--- config.mk ---
export PLATFORM = sky130hd
export DESIGN_NAME = rv_id_stage
export DESIGN_NICKNAME = d
export VERILOG_FILES = /design/src/rv_types_pkg.sv /design/src/rv_agu.sv /design/src/rv_branch_cmp.sv /design/src/rv_decode.sv /design/src/rv_hazard.sv /design/src/rv_id_stage.sv
export VERILOG_INCLUDE_DIRS = /design/src
export SDC_FILE = /design/constraint.sdc
export NUM_CORES = 1
export LEC_CHECK = 0
export ABC_AREA = 0
export BUFFER_PORTS_ARGS = -buffer_cell sky130_fd_sc_hd__buf_2
export CORE_ASPECT_RATIO = 0.9
export CORE_MARGIN = 1.5
export CORE_UTILIZATION = 59
export DETAILED_ROUTE_END_ITERATION = 6
export GPL_TIMING_DRIVEN = 0
export HOLD_SLACK_MARGIN = 0.06
export MAX_ROUTING_LAYER = met4
export PLACE_DENSITY = 0.88
export SYNTH_ARGS = -nofsm -noshare
export SYNTH_HDL_FRONTEND = slang
export SYNTH_HIERARCHICAL = 1
export SYNTH_SLANG_ARGS = --single-unit
--- constraint.sdc ---
create_clock -name clk -period 11.5 [get_ports clk]
set_clock_uncertainty 0.1 [all_clocks]
set_input_delay 1.725 -clock clk [delete_from_list [all_inputs] [get_ports clk]]
set_output_delay 1.725 -clock clk [all_outputs]
set_load 0.01 [all_outputs]
--- src/rv_defines.svh ---
/* Global width and constant operand macros for the RV32I decode stage */
`ifndef RV_DEFINES_SVH
`define RV_DEFINES_SVH

// Datapath and address width
`define RV_XLEN 32

// Architectural register count
`define RV_NREGS 32

// Fixed operands
`define RV_FOUR 32'd4  // Link offset and fall-through step
`define RV_ZERO 32'd0  // LUI op1

`endif

--- src/rv_types_pkg.sv ---
/* Opcode, ALU, branch, size and system-op enums
   plus the pipeline and register-use structs of the decode stage */
`include "rv_defines.svh"

package rv_types_pkg;

  // Major opcodes, ir[6:2]
  typedef enum logic [4:0] {
    LOAD  = 5'b00000,
    MISC  = 5'b00011,
    OPIMM = 5'b00100,
    AUIPC = 5'b00101,
    STORE = 5'b01000,
    OP    = 5'b01100,
    LUI   = 5'b01101,
    BR    = 5'b11000,
    JALR  = 5'b11001,
    JAL   = 5'b11011,
    SYS   = 5'b11100
  } opcode_e;

  // {funct7[5], funct3}
  typedef enum logic [3:0] {
    ADD  = 4'b0000,
    SLL  = 4'b0001,
    SLT  = 4'b0010,
    SLTU = 4'b0011,
    XOR  = 4'b0100,
    SRL  = 4'b0101,
    OR   = 4'b0110,
    AND  = 4'b0111,
    SUB  = 4'b1000,
    SRA  = 4'b1101
  } aluop_e;

  typedef enum logic [2:0] {
    BEQ = 3'b000, BNE = 3'b001, BLT = 3'b100, BGE = 3'b101, BLTU = 3'b110, BGEU = 3'b111
  } br_e;

  typedef enum logic [1:0] {BYTE = 2'b00, HALF = 2'b01, WORD = 2'b10} size_e;

  typedef enum logic [2:0] {
    NONE = 3'd0, ECALL = 3'd1, EBREAK = 3'd2, MRET = 3'd3, WFI = 3'd4, CSR = 3'd5
  } sysop_e;

  // -------------------
  // Pipeline records
  typedef struct packed {
    logic [`RV_XLEN-1:0] pc;
    logic [`RV_XLEN-1:0] ir;
  } pipe_ifid_t;

  typedef struct packed {
    logic [`RV_XLEN-1:0] pc;
    logic [`RV_XLEN-1:0] ir;
    aluop_e              aluop;
    logic                regwr_alu;  // ALU result goes to rd
    logic [`RV_XLEN-1:0] op1;
    logic [`RV_XLEN-1:0] op2;
    logic [`RV_XLEN-1:0] addr;       // Jump/branch target or memory address
    logic                branch;
    logic                load;
    logic                store;
    logic [3:0]          mask;       // Store byte enables
    logic                illegal;
    logic                misaligned;
    logic                system;     // Needs the system unit
    sysop_e              sysop;
  } pipe_idex_t;

  // Register use of the instruction in decode
  typedef struct packed {
    logic [4:0] rs1;
    logic       rs1_en;
    logic [4:0] rs2;
    logic       rs2_en;
    logic [4:0] rd;
    logic       rd_en;
  } reg_use_t;

endpackage

--- src/rv_agu.sv ---
/* Address generator with jump, branch and memory misalignment check */
`timescale 1ns/1ps
`include "rv_defines.svh"

module rv_agu
  import rv_types_pkg::*;
(
  input  logic [`RV_XLEN-1:0] base,
  input  logic [`RV_XLEN-1:0] offset,
  input  opcode_e             op,
  input  logic [2:0]          funct3,
  output logic [`RV_XLEN-1:0] addr,
  output logic                misaligned
);

  logic [`RV_XLEN-1:0] sum;

  assign sum = base + offset;

  // JALR target drops bit 0
  assign addr = (op == JALR) ? {sum[`RV_XLEN-1:1], 1'b0} : sum;

  // --------------------
  // Misalignment
  always_comb begin
    misaligned = 1'b0;
    case (op)
      JAL, JALR, BR: misaligned = addr[1];  // No compressed ISA, targets need 4B
      LOAD, STORE: begin
        case (size_e'(funct3[1:0]))
          HALF:    misaligned = addr[0];
          WORD:    misaligned = addr[1:0] != 2'b00;
          default: misaligned = 1'b0;  // Bytes always fit
        endcase
      end
      default: misaligned = 1'b0;
    endcase
  end

endmodule

--- src/rv_branch_cmp.sv ---
/* RV32I branch condition evaluation */
`timescale 1ns/1ps
`include "rv_defines.svh"

module rv_branch_cmp
  import rv_types_pkg::*;
(
  input  br_e                 funct3,
  input  logic [`RV_XLEN-1:0] rs1,
  input  logic [`RV_XLEN-1:0] rs2,
  output logic                taken
);

  logic eq, lt, ltu;

  // One comparator of each kind
  assign eq  = rs1 == rs2;
  assign lt  = $signed(rs1) < $signed(rs2);
  assign ltu = rs1 < rs2;

  always_comb begin
    case (funct3)
      BEQ, BNE:   taken = eq  ^ funct3[0];  // funct3[0] inverts
      BLT, BGE:   taken = lt  ^ funct3[0];
      BLTU, BGEU: taken = ltu ^ funct3[0];
      default:    taken = 1'b0;             // 010, 011 not branches
    endcase
  end

endmodule

--- src/rv_decode.sv ---
/* RV32I instruction decoder with forwarding, store alignment,
   output register and fetch handshake */
`timescale 1ns/1ps
`include "rv_defines.svh"

module rv_decode
  import rv_types_pkg::*;
(
  input  logic                clk,
  input  logic                rstz,
  input  logic                flush,
  input  pipe_ifid_t          fetch,
  input  logic [`RV_XLEN-1:0] immediate,
  input  logic [`RV_XLEN-1:0] regrd_rs1,
  input  logic [`RV_XLEN-1:0] regrd_rs2,
  input  logic                fetch_vld,
  output logic                fetch_rdy,
  output pipe_idex_t          decode,
  output logic                decode_vld,
  input  logic                decode_rdy,
  input  logic                regwr_en,
  input  logic [4:0]          regwr_sel,
  input  logic [`RV_XLEN-1:0] regwr_data,
  input  logic                stall,
  output reg_use_t            reg_use,
  output logic                accept
);

  logic [`RV_XLEN-1:0] pc, ir;
  opcode_e             op;
  logic [4:0]          rs1, rs2, rd;
  logic [2:0]          funct3;
  logic [6:0]          funct7;
  logic                illegal_opcode;

  logic [`RV_XLEN-1:0] rs1_data, rs2_data;
  logic [`RV_XLEN-1:0] op1, op2, base, offset, addr;
  logic [`RV_XLEN-1:0] store_data;
  aluop_e              aluop;
  sysop_e              sysop;
  logic [3:0]          mask;
  logic                instr_valid, is_fencei, illegal, regwr_alu, writes_rd;
  logic                agu_misaligned, misaligned, taken;
  pipe_idex_t          decode_next;

  // --------------------
  // Instruction fields
  assign pc     = fetch.pc;
  assign ir     = fetch.ir;
  assign op     = opcode_e'(ir[6:2]);
  assign rd     = ir[11:7];
  assign funct3 = ir[14:12];
  assign rs1    = ir[19:15];
  assign rs2    = ir[24:20];
  assign funct7 = ir[31:25];

  assign illegal_opcode = ir[1:0] != 2'b11;  // 16-bit encodings unsupported

  // Writeback bypass, x0 stays zero
  assign rs1_data = (regwr_en && regwr_sel == rs1 && regwr_sel != 5'd0) ? regwr_data : regrd_rs1;
  assign rs2_data = (regwr_en && regwr_sel == rs2 && regwr_sel != 5'd0) ? regwr_data : regrd_rs2;

  // --------------------
  // Operand and validity decode
  always_comb begin
    instr_valid = 1'b0;
    is_fencei   = 1'b0;
    sysop       = NONE;
    aluop       = ADD;
    op1         = pc;        // Link address default
    op2         = `RV_FOUR;
    base        = pc;
    offset      = `RV_FOUR;  // pc+4 for FENCE.I refetch
    case (op)
      LUI: begin
        op1         = `RV_ZERO;
        op2         = immediate;
        instr_valid = 1'b1;
      end
      AUIPC: begin
        op2         = immediate;
        instr_valid = 1'b1;
      end
      JAL: begin
        offset      = immediate;
        instr_valid = 1'b1;
      end
      JALR: begin
        base        = rs1_data;
        offset      = immediate;
        instr_valid = funct3 == 3'b000;
      end
      BR: begin
        offset      = immediate;
        instr_valid = funct3 != 3'b010 && funct3 != 3'b011;
      end
      LOAD: begin
        base        = rs1_data;
        offset      = immediate;
        instr_valid = funct3 != 3'b011 && funct3 != 3'b110 && funct3 != 3'b111;
      end
      STORE: begin
        op2         = store_data;
        base        = rs1_data;
        offset      = immediate;
        instr_valid = funct3 == 3'b000 || funct3 == 3'b001 || funct3 == 3'b010;
      end
      OPIMM: begin
        op1 = rs1_data;
        op2 = immediate;
        // Only shifts carry funct7
        if (funct3 == 3'b001 || funct3 == 3'b101) aluop = aluop_e'({funct7[5], funct3});
        else aluop = aluop_e'({1'b0, funct3});
        if (funct3 == 3'b001) instr_valid = funct7 == 7'd0;
        else if (funct3 == 3'b101) instr_valid = funct7 == 7'd0 || funct7 == 7'd32;
        else instr_valid = 1'b1;
      end
      OP: begin
        op1   = rs1_data;
        op2   = rs2_data;
        aluop = aluop_e'({funct7[5], funct3});
        // SUB and SRA are the only funct7 variants
        if (funct3 == 3'b000 || funct3 == 3'b101) instr_valid = funct7 == 7'd0 || funct7 == 7'd32;
        else instr_valid = funct7 == 7'd0;
      end
      MISC: begin
        if (funct3 == 3'b000) begin
          instr_valid = funct7[6:3] == 4'd0 && rs1 == 5'd0 && rd == 5'd0;  // FENCE as NOP
        end else if (funct3 == 3'b001 && ir[31:15] == 17'd0 && rd == 5'd0) begin
          is_fencei   = 1'b1;  // Jump to pc+4 so later code is refetched
          instr_valid = 1'b1;
        end
      end
      SYS: begin
        if (funct3 == 3'b000) begin
          if (rs1 == 5'd0 && rd == 5'd0) begin
            instr_valid = 1'b1;
            case (ir[31:20])
              12'h000: sysop = ECALL;
              12'h001: sysop = EBREAK;
              12'h302: sysop = MRET;
              12'h105: sysop = WFI;
              default: instr_valid = 1'b0;
            endcase
          end
        end else if (funct3 != 3'b100) begin
          sysop       = CSR;  // CSRRW/S/C and immediate forms
          instr_valid = 1'b1;
        end
      end
      default: instr_valid = 1'b0;  // Unknown major opcode
    endcase
  end

  assign illegal = !instr_valid || illegal_opcode;

  // --------------------
  // Address and branch
  rv_agu agu_inst (
    .base       (base),
    .offset     (offset),
    .op         (op),
    .funct3     (funct3),
    .addr       (addr),
    .misaligned (agu_misaligned)
  );

  rv_branch_cmp branch_cmp_inst (
    .funct3 (br_e'(funct3)),
    .rs1    (rs1_data),
    .rs2    (rs2_data),
    .taken  (taken)
  );

  // Untaken branch target never matters
  assign misaligned = agu_misaligned && !(op == BR && !taken);

  // --------------------
  // Store alignment
  always_comb begin
    case (addr[1:0])  // Rotate left by byte offset
      2'b00:   store_data = rs2_data;
      2'b01:   store_data = {rs2_data[23:0], rs2_data[31:24]};
      2'b10:   store_data = {rs2_data[15:0], rs2_data[31:16]};
      default: store_data = {rs2_data[7:0], rs2_data[31:8]};
    endcase
    mask = 4'hF;
    if (op == STORE) begin
      case (size_e'(funct3[1:0]))
        BYTE:    mask = 4'h1 << addr[1:0];
        HALF:    mask = addr[1] ? 4'hC : 4'h3;
        default: mask = 4'hF;
      endcase
    end
  end

  // Register usage for the scoreboard
  assign writes_rd = op == LUI || op == AUIPC || op == JAL || op == JALR
                     || op == OPIMM || op == OP || op == LOAD || (op == SYS && funct3 != 3'b000);
  assign regwr_alu = rd != 5'd0 && (op == LUI || op == AUIPC || op == JAL || op == JALR
                                    || op == OPIMM || op == OP);

  assign reg_use.rs1    = rs1;
  assign reg_use.rs1_en = op == JALR || op == BR || op == LOAD || op == STORE
                          || op == OPIMM || op == OP;
  assign reg_use.rs2    = rs2;
  assign reg_use.rs2_en = op == BR || op == STORE || op == OP;
  assign reg_use.rd     = rd;
  assign reg_use.rd_en  = writes_rd && !illegal;  // Illegal ops trap, no write

  // --------------------
  // Decode record
  always_comb begin
    decode_next            = '0;
    decode_next.pc         = pc;
    decode_next.ir         = ir;
    decode_next.aluop      = aluop;
    decode_next.regwr_alu  = regwr_alu;
    decode_next.op1        = op1;
    decode_next.op2        = op2;
    decode_next.addr       = addr;
    decode_next.branch     = op == JAL || op == JALR || (op == BR && taken) || is_fencei;
    decode_next.load       = op == LOAD;
    decode_next.store      = op == STORE;
    decode_next.mask       = mask;
    decode_next.illegal    = illegal;
    decode_next.misaligned = misaligned;
    decode_next.system     = illegal || misaligned || op == SYS;
    decode_next.sysop      = sysop;
  end

  assign fetch_rdy = (!decode_vld || decode_rdy) && !stall;
  assign accept    = fetch_vld && fetch_rdy;

  always_ff @(posedge clk or negedge rstz) begin
    if (!rstz) begin
      decode_vld <= 1'b0;
    end else if (flush) begin
      decode_vld <= 1'b0;
    end else if (accept) begin
      decode_vld <= 1'b1;
    end else if (decode_rdy) begin
      decode_vld <= 1'b0;  // Consumed, nothing new
    end
  end

  always_ff @(posedge clk) begin
    if (accept) decode <= decode_next;
  end

endmodule

--- src/rv_hazard.sv ---
/* Pending register write scoreboard and RAW stall generation */
`timescale 1ns/1ps
`include "rv_defines.svh"

module rv_hazard
  import rv_types_pkg::*;
(
  input  logic       clk,
  input  logic       rstz,
  input  logic       flush,
  input  reg_use_t   reg_use,
  input  logic       accept,
  input  logic       regwr_en,
  input  logic [4:0] regwr_sel,
  output logic       stall
);

  logic [`RV_NREGS-1:0] pending;
  logic [`RV_NREGS-1:0] set_vec, clr_vec;
  logic                 rs1_busy, rs2_busy;

  // --------------------
  // Set and clear vectors
  always_comb begin
    set_vec = '0;
    clr_vec = '0;
    if (accept && reg_use.rd_en && reg_use.rd != 5'd0) set_vec[reg_use.rd] = 1'b1;
    if (regwr_en) clr_vec[regwr_sel] = 1'b1;
  end

  always_ff @(posedge clk or negedge rstz) begin
    if (!rstz) begin
      pending <= '0;
    end else if (flush) begin
      pending <= '0;  // Everything in flight is dropped
    end else begin
      pending <= (pending | set_vec) & ~clr_vec;  // Clear wins on collision
    end
  end

  // --------------------
  // RAW check with a same-cycle writeback forwarded instead
  assign rs1_busy = reg_use.rs1_en && pending[reg_use.rs1]
                    && !(regwr_en && regwr_sel == reg_use.rs1);
  assign rs2_busy = reg_use.rs2_en && pending[reg_use.rs2]
                    && !(regwr_en && regwr_sel == reg_use.rs2);

  assign stall = rs1_busy || rs2_busy;

endmodule

--- src/rv_id_stage.sv ---
/* Decode stage top with decoder and hazard unit */
`timescale 1ns/1ps
`include "rv_defines.svh"

module rv_id_stage
  import rv_types_pkg::*;
(
  input  logic                clk,
  input  logic                rstz,
  input  logic                flush,
  input  pipe_ifid_t          fetch,
  input  logic [`RV_XLEN-1:0] immediate,
  input  logic [`RV_XLEN-1:0] regrd_rs1,
  input  logic [`RV_XLEN-1:0] regrd_rs2,
  input  logic                fetch_vld,
  output logic                fetch_rdy,
  output pipe_idex_t          decode,
  output logic                decode_vld,
  input  logic                decode_rdy,
  input  logic                regwr_en,
  input  logic [4:0]          regwr_sel,
  input  logic [`RV_XLEN-1:0] regwr_data
);

  reg_use_t reg_use;
  logic     accept, stall;

  rv_decode decode_inst (
    .clk        (clk),
    .rstz       (rstz),
    .flush      (flush),
    .fetch      (fetch),
    .immediate  (immediate),
    .regrd_rs1  (regrd_rs1),
    .regrd_rs2  (regrd_rs2),
    .fetch_vld  (fetch_vld),
    .fetch_rdy  (fetch_rdy),
    .decode     (decode),
    .decode_vld (decode_vld),
    .decode_rdy (decode_rdy),
    .regwr_en   (regwr_en),
    .regwr_sel  (regwr_sel),
    .regwr_data (regwr_data),
    .stall      (stall),
    .reg_use    (reg_use),
    .accept     (accept)
  );

  rv_hazard hazard_inst (
    .clk       (clk),
    .rstz      (rstz),
    .flush     (flush),
    .reg_use   (reg_use),
    .accept    (accept),
    .regwr_en  (regwr_en),
    .regwr_sel (regwr_sel),
    .stall     (stall)
  );

endmodule

# Yosys cells after proc, flatten, opt, wreduce, memory -nomap -nowiden
# Cells that the tools add are included.
# op_classes
order_cmp,8
addsub,1
div_mod_pow,0
mux,45
bitwise,6
n_shift,1
n_mul,0
eq_ne,33
n_reduce_logical,89
# ops
cell,count
$mux W32,7
$pmux W32 S3,2
$lt A32 B32 Y1,2
$pmux W32 S2,1
$add A32 B32 Y32,1
$and A32 B32 Y32,1
$eq A32 B32 Y1,1
$not A32 Y32,1
$or A32 B32 Y32,1
$logic_and A1 B1 Y1,28
$logic_or A1 B1 Y1,27
$lt A5 B6 Y1 const B,4
$eq A5 B5 Y1 const B,4
$mux W1,19
$logic_not A17 Y1,1
$pmux W4 S2,2
$eq A5 B4 Y1 const B,3
$logic_not A5 Y1,3
$eq A12 B1 Y1 const B,1
$eq A12 B10 Y1 const B,1
$eq A12 B9 Y1 const B,1
$eq A3 B3 Y1 const B,4
$logic_not A12 Y1,1
$pmux W3 S4,1
other kinds (33),66
# word_totals
mem_count,0
mem_bits_rw,0
latchBits,0
ff_bits,211
output_inout_bits,180
rom_bits,0
input_bits,203

# Longest topological paths before layout
# depth
ltp_word,18
mapped_depth,18
mapped_depth_nobuf,15

# Hierarchy
# Netlist, hierarchy kept.
# by_module_without_submodules
mod,seq_area_each_um2,n_inst,cells_each,area_each_um2
rv_decode,5370.2,1,841,9608.0
rv_hazard,800.8,1,192,2103.3
rv_agu,0.0,1,279,2021.9
rv_branch_cmp,0.0,1,126,905.9

# Least setup slack after synthesis
# Ideal clock, no wire load.
# synth_timing
kind,input -> register
start,input port fetch[20] in the netlist's numbering
end,register hazard_inst.pending[20]
path_buffers,2
path_stages,13
required_ns,11.306
slack_ns,2.931
arrival_time_ns,8.375
cell_sequence,buf_4 > buf_2 > mux4_2 > mux4_2 > mux2i_1 > o22ai_1 > nor2b_1 > nand2_1 > inv_1 > nand2_1 > nor4_1 > a21oi_1 > a211oi_1
# synth_between
elab_cells_between_ends,35
classes_between,4 x eq/ne; 10 x mux; 2 x bitwise; 19 x reduce/logical
# synth_lines
element,line_no,rtl
start: declaration,rv_id_stage.sv:11,"input pipe_ifid_t fetch,"
$bmux W1 S5 / $eq A5 B5 Y1 (equally long branches),"rv_hazard.sv:45, rv_hazard.sv:46",
$mux W1 (not written as such) / $logic_and A1 B1 Y1 (equally long branches),"rv_hazard.sv:45, rv_hazard.sv:46",
$logic_and A1 B1 Y1 / $logic_not A1 Y1 (equally long branches),"rv_hazard.sv:45, rv_hazard.sv:46",
$logic_and A1 B1 Y1 *,rv_hazard.sv:46,&& !(regwr_en && regwr_sel == reg_use.rs2);
$logic_or A1 B1 Y1 *,rv_hazard.sv:48,assign stall = rs1_busy || rs2_busy;
via stall,rv_id_stage.sv:26,"logic accept, stall;"
$logic_not A1 Y1 *,rv_decode.sv:232,assign fetch_rdy = (!decode_vld || decode_rdy) && !stall;
$logic_and A1 B1 Y1 *,rv_decode.sv:232,
via fetch_rdy,rv_id_stage.sv:16,"output logic fetch_rdy,"
$logic_and A1 B1 Y1 *,rv_decode.sv:233,assign accept = fetch_vld && fetch_rdy;
via accept,rv_id_stage.sv:26,
$logic_and A1 B1 Y1 * (2 in series),rv_hazard.sv:27,if (accept && reg_use.rd_en && reg_use.rd != 5'd0) set_vec[reg_use.rd] = 1'b1;
$mux W32 *,rv_hazard.sv:27,
$or A32 B32 Y32 *,rv_hazard.sv:37,pending <= (pending | set_vec) & ~clr_vec;
$and A32 B32 Y32 *,rv_hazard.sv:37,
$mux W32 *,rv_hazard.sv:34,end else if (flush) begin
end signal: assignment,rv_hazard.sv:37,
end: declaration,rv_hazard.sv:18,logic [`RV_NREGS-1:0] pending;
# The timed path passes the listed nets; every way through them passes the cells marked *. The select of a mux whose other input is x is not followed.
# A chain may end at the register's enable or synchronous reset.

==> results.txt <==
----------------------------------------------------
[Outcome]
  Run status ... finished clean

[Global routing]
  Total routing usage reported by global routing ... 45.0%
  Busiest grt layer ... met2
  Number of antenna violations at the first check in global routing ... 9
  Total grt overflow ... 0
  Wire length of the first global-routing pass ... 83800 um
  GR Layer Usage met1 ... 58.5%
  Met3 track demand over resource ... 9.90%
  Maximum number of pins on one net before global-route repair ... 117
  Via count of the first global-routing pass ... 13700
  Fraction of met2 tracks used by global routing ... 68.4%

[Timing]
  Max-slew violation count ... 0
  Sum of negative setup slack ... 0 ns
  Hold Worst Slack ... 0.444 ns
  Final number of setup-violating endpoints ... 0
  Crit share post-route ... 61.8%
  RSZ-0062 raised after global routing ... false
  Final Hold Fails ... 0
  Relative slew margins ... 16.2%
  Actual transition at the worst max-transition pin ... 1.25 ns
  Minimum clock period ... 7.11 ns
  F_max ... 141 MHz

[Worst setup path]
  Delay contributed by the slowest stage of the critical path ... 0.90 ns
  WS Path Type ... in -> reg
  R2r setup slk ... 7.16 ns
  Arrival time at the worst endpoint ... 7.27 ns
  Chain of cells forming the critical path ... buf_2, xnor2_1, nand3_1, nor4_2, buf_2, mux2i_1, o21ai_0, ha_1, o41a_1, buf_2, buf_4, buf_2, clkbuf_1, mux2i_1, a221o_1
  R2R cell count ... 12
  First element of the critical path ... regwr_sel[1]
  Cell type with the highest occurrence count on the critical path ... buf_2
  Max stage delay cell, worst path ... nor4_2
  Required time at the worst-slack endpoint ... 11.66 ns
  Critical path buffers and inverters ... 6
  Crit-path max FO ... 10
  Launch point of the worst reg-to-reg path ... hazard_inst/pending[26]$_DFF_PN0_
  Kind of cell adding the most delay to the critical path ... buffers and inverters
  Endpoint of the worst register-to-register path ... hazard_inst/pending[12]$_DFF_PN0_
  Nature of the critical path startpoint ... input port
  Kind of end point of the critical path ... flop

[Die]
  Die extent in x ... 169 um
  Overall die area ... 25800 um2
  Cell row count ... 54
  Die Y-Extent ... 152 um
  Core region area ... 24300 um2
  Number of placed I/O pins ... 383
  Initial core utilization ... 60.2%

[Hold path]
  Instance count along the most critical hold path ... 2
  Launch point of the worst hold path ... hazard_inst/pending[0]$_DFF_PN0_
  Path type of the worst min-delay path ... reg -> reg
  Worst Hold Endpoint ... hazard_inst/pending[0]$_DFF_PN0_

[Synthesis]
  Most common flop cell mapped by yosys ... edfxtp_1
  Post-Syn Nets ... 1707
  Proportion of netlist area held by the largest area contributor ... 36.5%
  #FFs+latches synth ... 211
  Share of flip-flops with an asynchronous set or reset ... 15.6%
  Top cells by area in the synthesized netlist ... edfxtp_1, mux2i_1, dfrtp_1
  Distinct cell type count of the synthesized netlist ... 101
  Number of enable-type register cells in the synthesized netlist ... 178
  Cell type contributing the most total cell area after synthesis ... edfxtp_1
  Post-synthesis cell area ... 14600 um2
  Number of cells produced by synthesis ... 1438
  Fraction of the yosys area taken by sequential cells ... 42.2%
  Count of synthesis-stage warnings from yosys ... 6
  Average instance area after synthesis ... 10.2 um2

[Detailed routing]
  Average wire per cell in the routed design ... 26.5 um
  Final routed DRC violation total ... 0
  Antenna viol nets, final ... 0
  Vias post-DR ... 14600
  Initial detailed-routing violation count ... 2118
  Ratio of routed vias to standard cells ... 6.69
  Detailed-router iteration count before antenna repair ... 7
  DRT Wirelength ... 57700 um

[Job]
  Reported max-cap violation count ... 0

[Power]
  Leakage ... 8.10 nW
  Pwr Density ... 123 nW/um2
  Worst vdd ir ... 117 uV

[Clock network]
  Post-CTS setup-driven buffer insertion count ... 0
  Hold Buf Count CTS ... 0
  Number of H-tree levels ... 1
  Clock tree from TritonCTS ... yes
  CTS max path bufs ... 3
  Clock latency of the later-clocked register in the worst-skew pair ... 0.55 ns
  Post-cts repair resize count ... 0
  Clock transition at path regs ... 0.06 ns
  Number of clock buffers inserted by TritonCTS ... 23
  Clk root buf ... clkbuf_16
  Clk sink count ... 211

[Layout]
  Syn-to-layout area delta ... 21.4%
  Commonest cells after routing, fill and taps aside ... buf_2, edfxtp_1, nand2_1
  Nets ... 2115
  Count of placed standard cells in the final layout, fillers left out ... 2180
  Share of layout cells above drive strength 1 ... 27.9%
  Post-Route Utilization ... 73.1%
  Most common library cell in the layout ignoring fill and taps ... buf_2

[Place]
  Number of placed cells counting well taps ... 2129
  Global placement routability congestion ... 1.02
  HPWL Detailed ... 45500 um
  I/O Buffers ... 382

----------------------------------------------------
==> tightest hold or removal path, cell delays in order (launching register included) <==
cell,delay [ns]
dfrtp_1,0.39
nand2b_1,0.08
a21oi_1,0.04
==> flip-flops by register name, indices dropped and copies added (netlist names) <==
name / cells
decode_inst/decode: 178
hazard_inst/pending: 32
decode_inst/decode_vld: 1
==> cells by family after synthesis <==
group	after synthesis	share of synthesized area [%]
AOI/OAI and AO/OA	395	18.1
and+or+nand+nor	380	13.3
DFF	211	42.2
buffers and inverters	208	6.22
muxes	128	11.5
adders and majority gates	66	5.69
xor gates and xnor gates	50	2.99
==> per-stage QoR <==
stage          cell area (um2)  setup slack [ns]  power, mW
2_1_floorplan            14600              2.93       1.20
4_1_cts                  17700              4.63       2.17
3_3_place_gp             16900             0.966       1.40
3_5_place_dp             17000              4.10       1.41
5_1_grt                  17800              4.39       2.24
6_report                 17800              4.39       2.18
==> power breakdown <==
part / switching (mW) / internal (mW)
clock network: 0.323 / 0.446
logic: 0.326 / 0.181
registers: 0.0142 / 0.892
total: 0.663 / 1.52
==> worst max-delay path by stage <==
stage / depth (start not counted) / slack, ns / to
floorplan: 13 / 2.93 / hazard_inst/pending[20]$_DFF_PN0_
global placement: 14 / 0.97 / hazard_inst/pending[20]$_DFF_PN0_
detailed placement: 15 / 4.10 / decode_inst/decode[70]$_DFFE_PP_
CTS: 15 / 4.63 / decode_inst/decode[70]$_DFFE_PP_
global route: 15 / 4.39 / decode_inst/decode[70]$_DFFE_PP_
finish: 15 / 4.39 / decode_inst/decode[70]$_DFFE_PP_
==> metal layers <==
layer | vias to the layer above | routed length (um)
li1 | 6216 | -
met1 | 6885 | 21300
met2 | 1244 | 25700
met3 | 232 | 7640
met4 | 0 | 3010
met5 | - | 0
==> final cells by class <==
cell class,count,area (um2)
fillers,1791,6550
clock inverters,9,123
well taps,308,385
repair buffers,383,1940
clock buffers,33,654
multi-input cells,1019,7560
diodes,9,22.5
flip-flops and latches,211,6170
inverters,115,439
plain buffers,93,479
==> synthesized netlist by cell type (7+ instances only) <==
| library cell | n |
|---|---|
| o211ai_1 | 7 |
| o221ai_1 | 9 |
| xor2_1 | 15 |
| o22ai_1 | 15 |
| a31oi_1 | 9 |
| ha_1 | 65 |
| nand2_1 | 138 |
| or3_1 | 9 |
| nor2b_1 | 12 |
| mux2_2 | 10 |
| dfrtp_1 | 33 |
| nor3_1 | 15 |
| xnor2_1 | 35 |
| inv_1 | 115 |
| edfxtp_1 | 178 |
| a211oi_1 | 39 |
| nand4_1 | 15 |
| a221oi_1 | 8 |
| nand3_1 | 30 |
| a21oi_1 | 82 |
| buf_4 | 19 |
| nor4_1 | 7 |
| mux2i_1 | 87 |
| a221o_1 | 8 |
| nor2_1 | 55 |
| buf_2 | 13 |
| and3_1 | 14 |
| clkbuf_1 | 55 |
| nor3b_1 | 11 |
| a21o_1 | 15 |
| and2_1 | 35 |
| mux4_2 | 23 |
| a211o_1 | 15 |
| o21ai_0 | 114 |
Note: power is estimated with default switching activity, not from simulation.
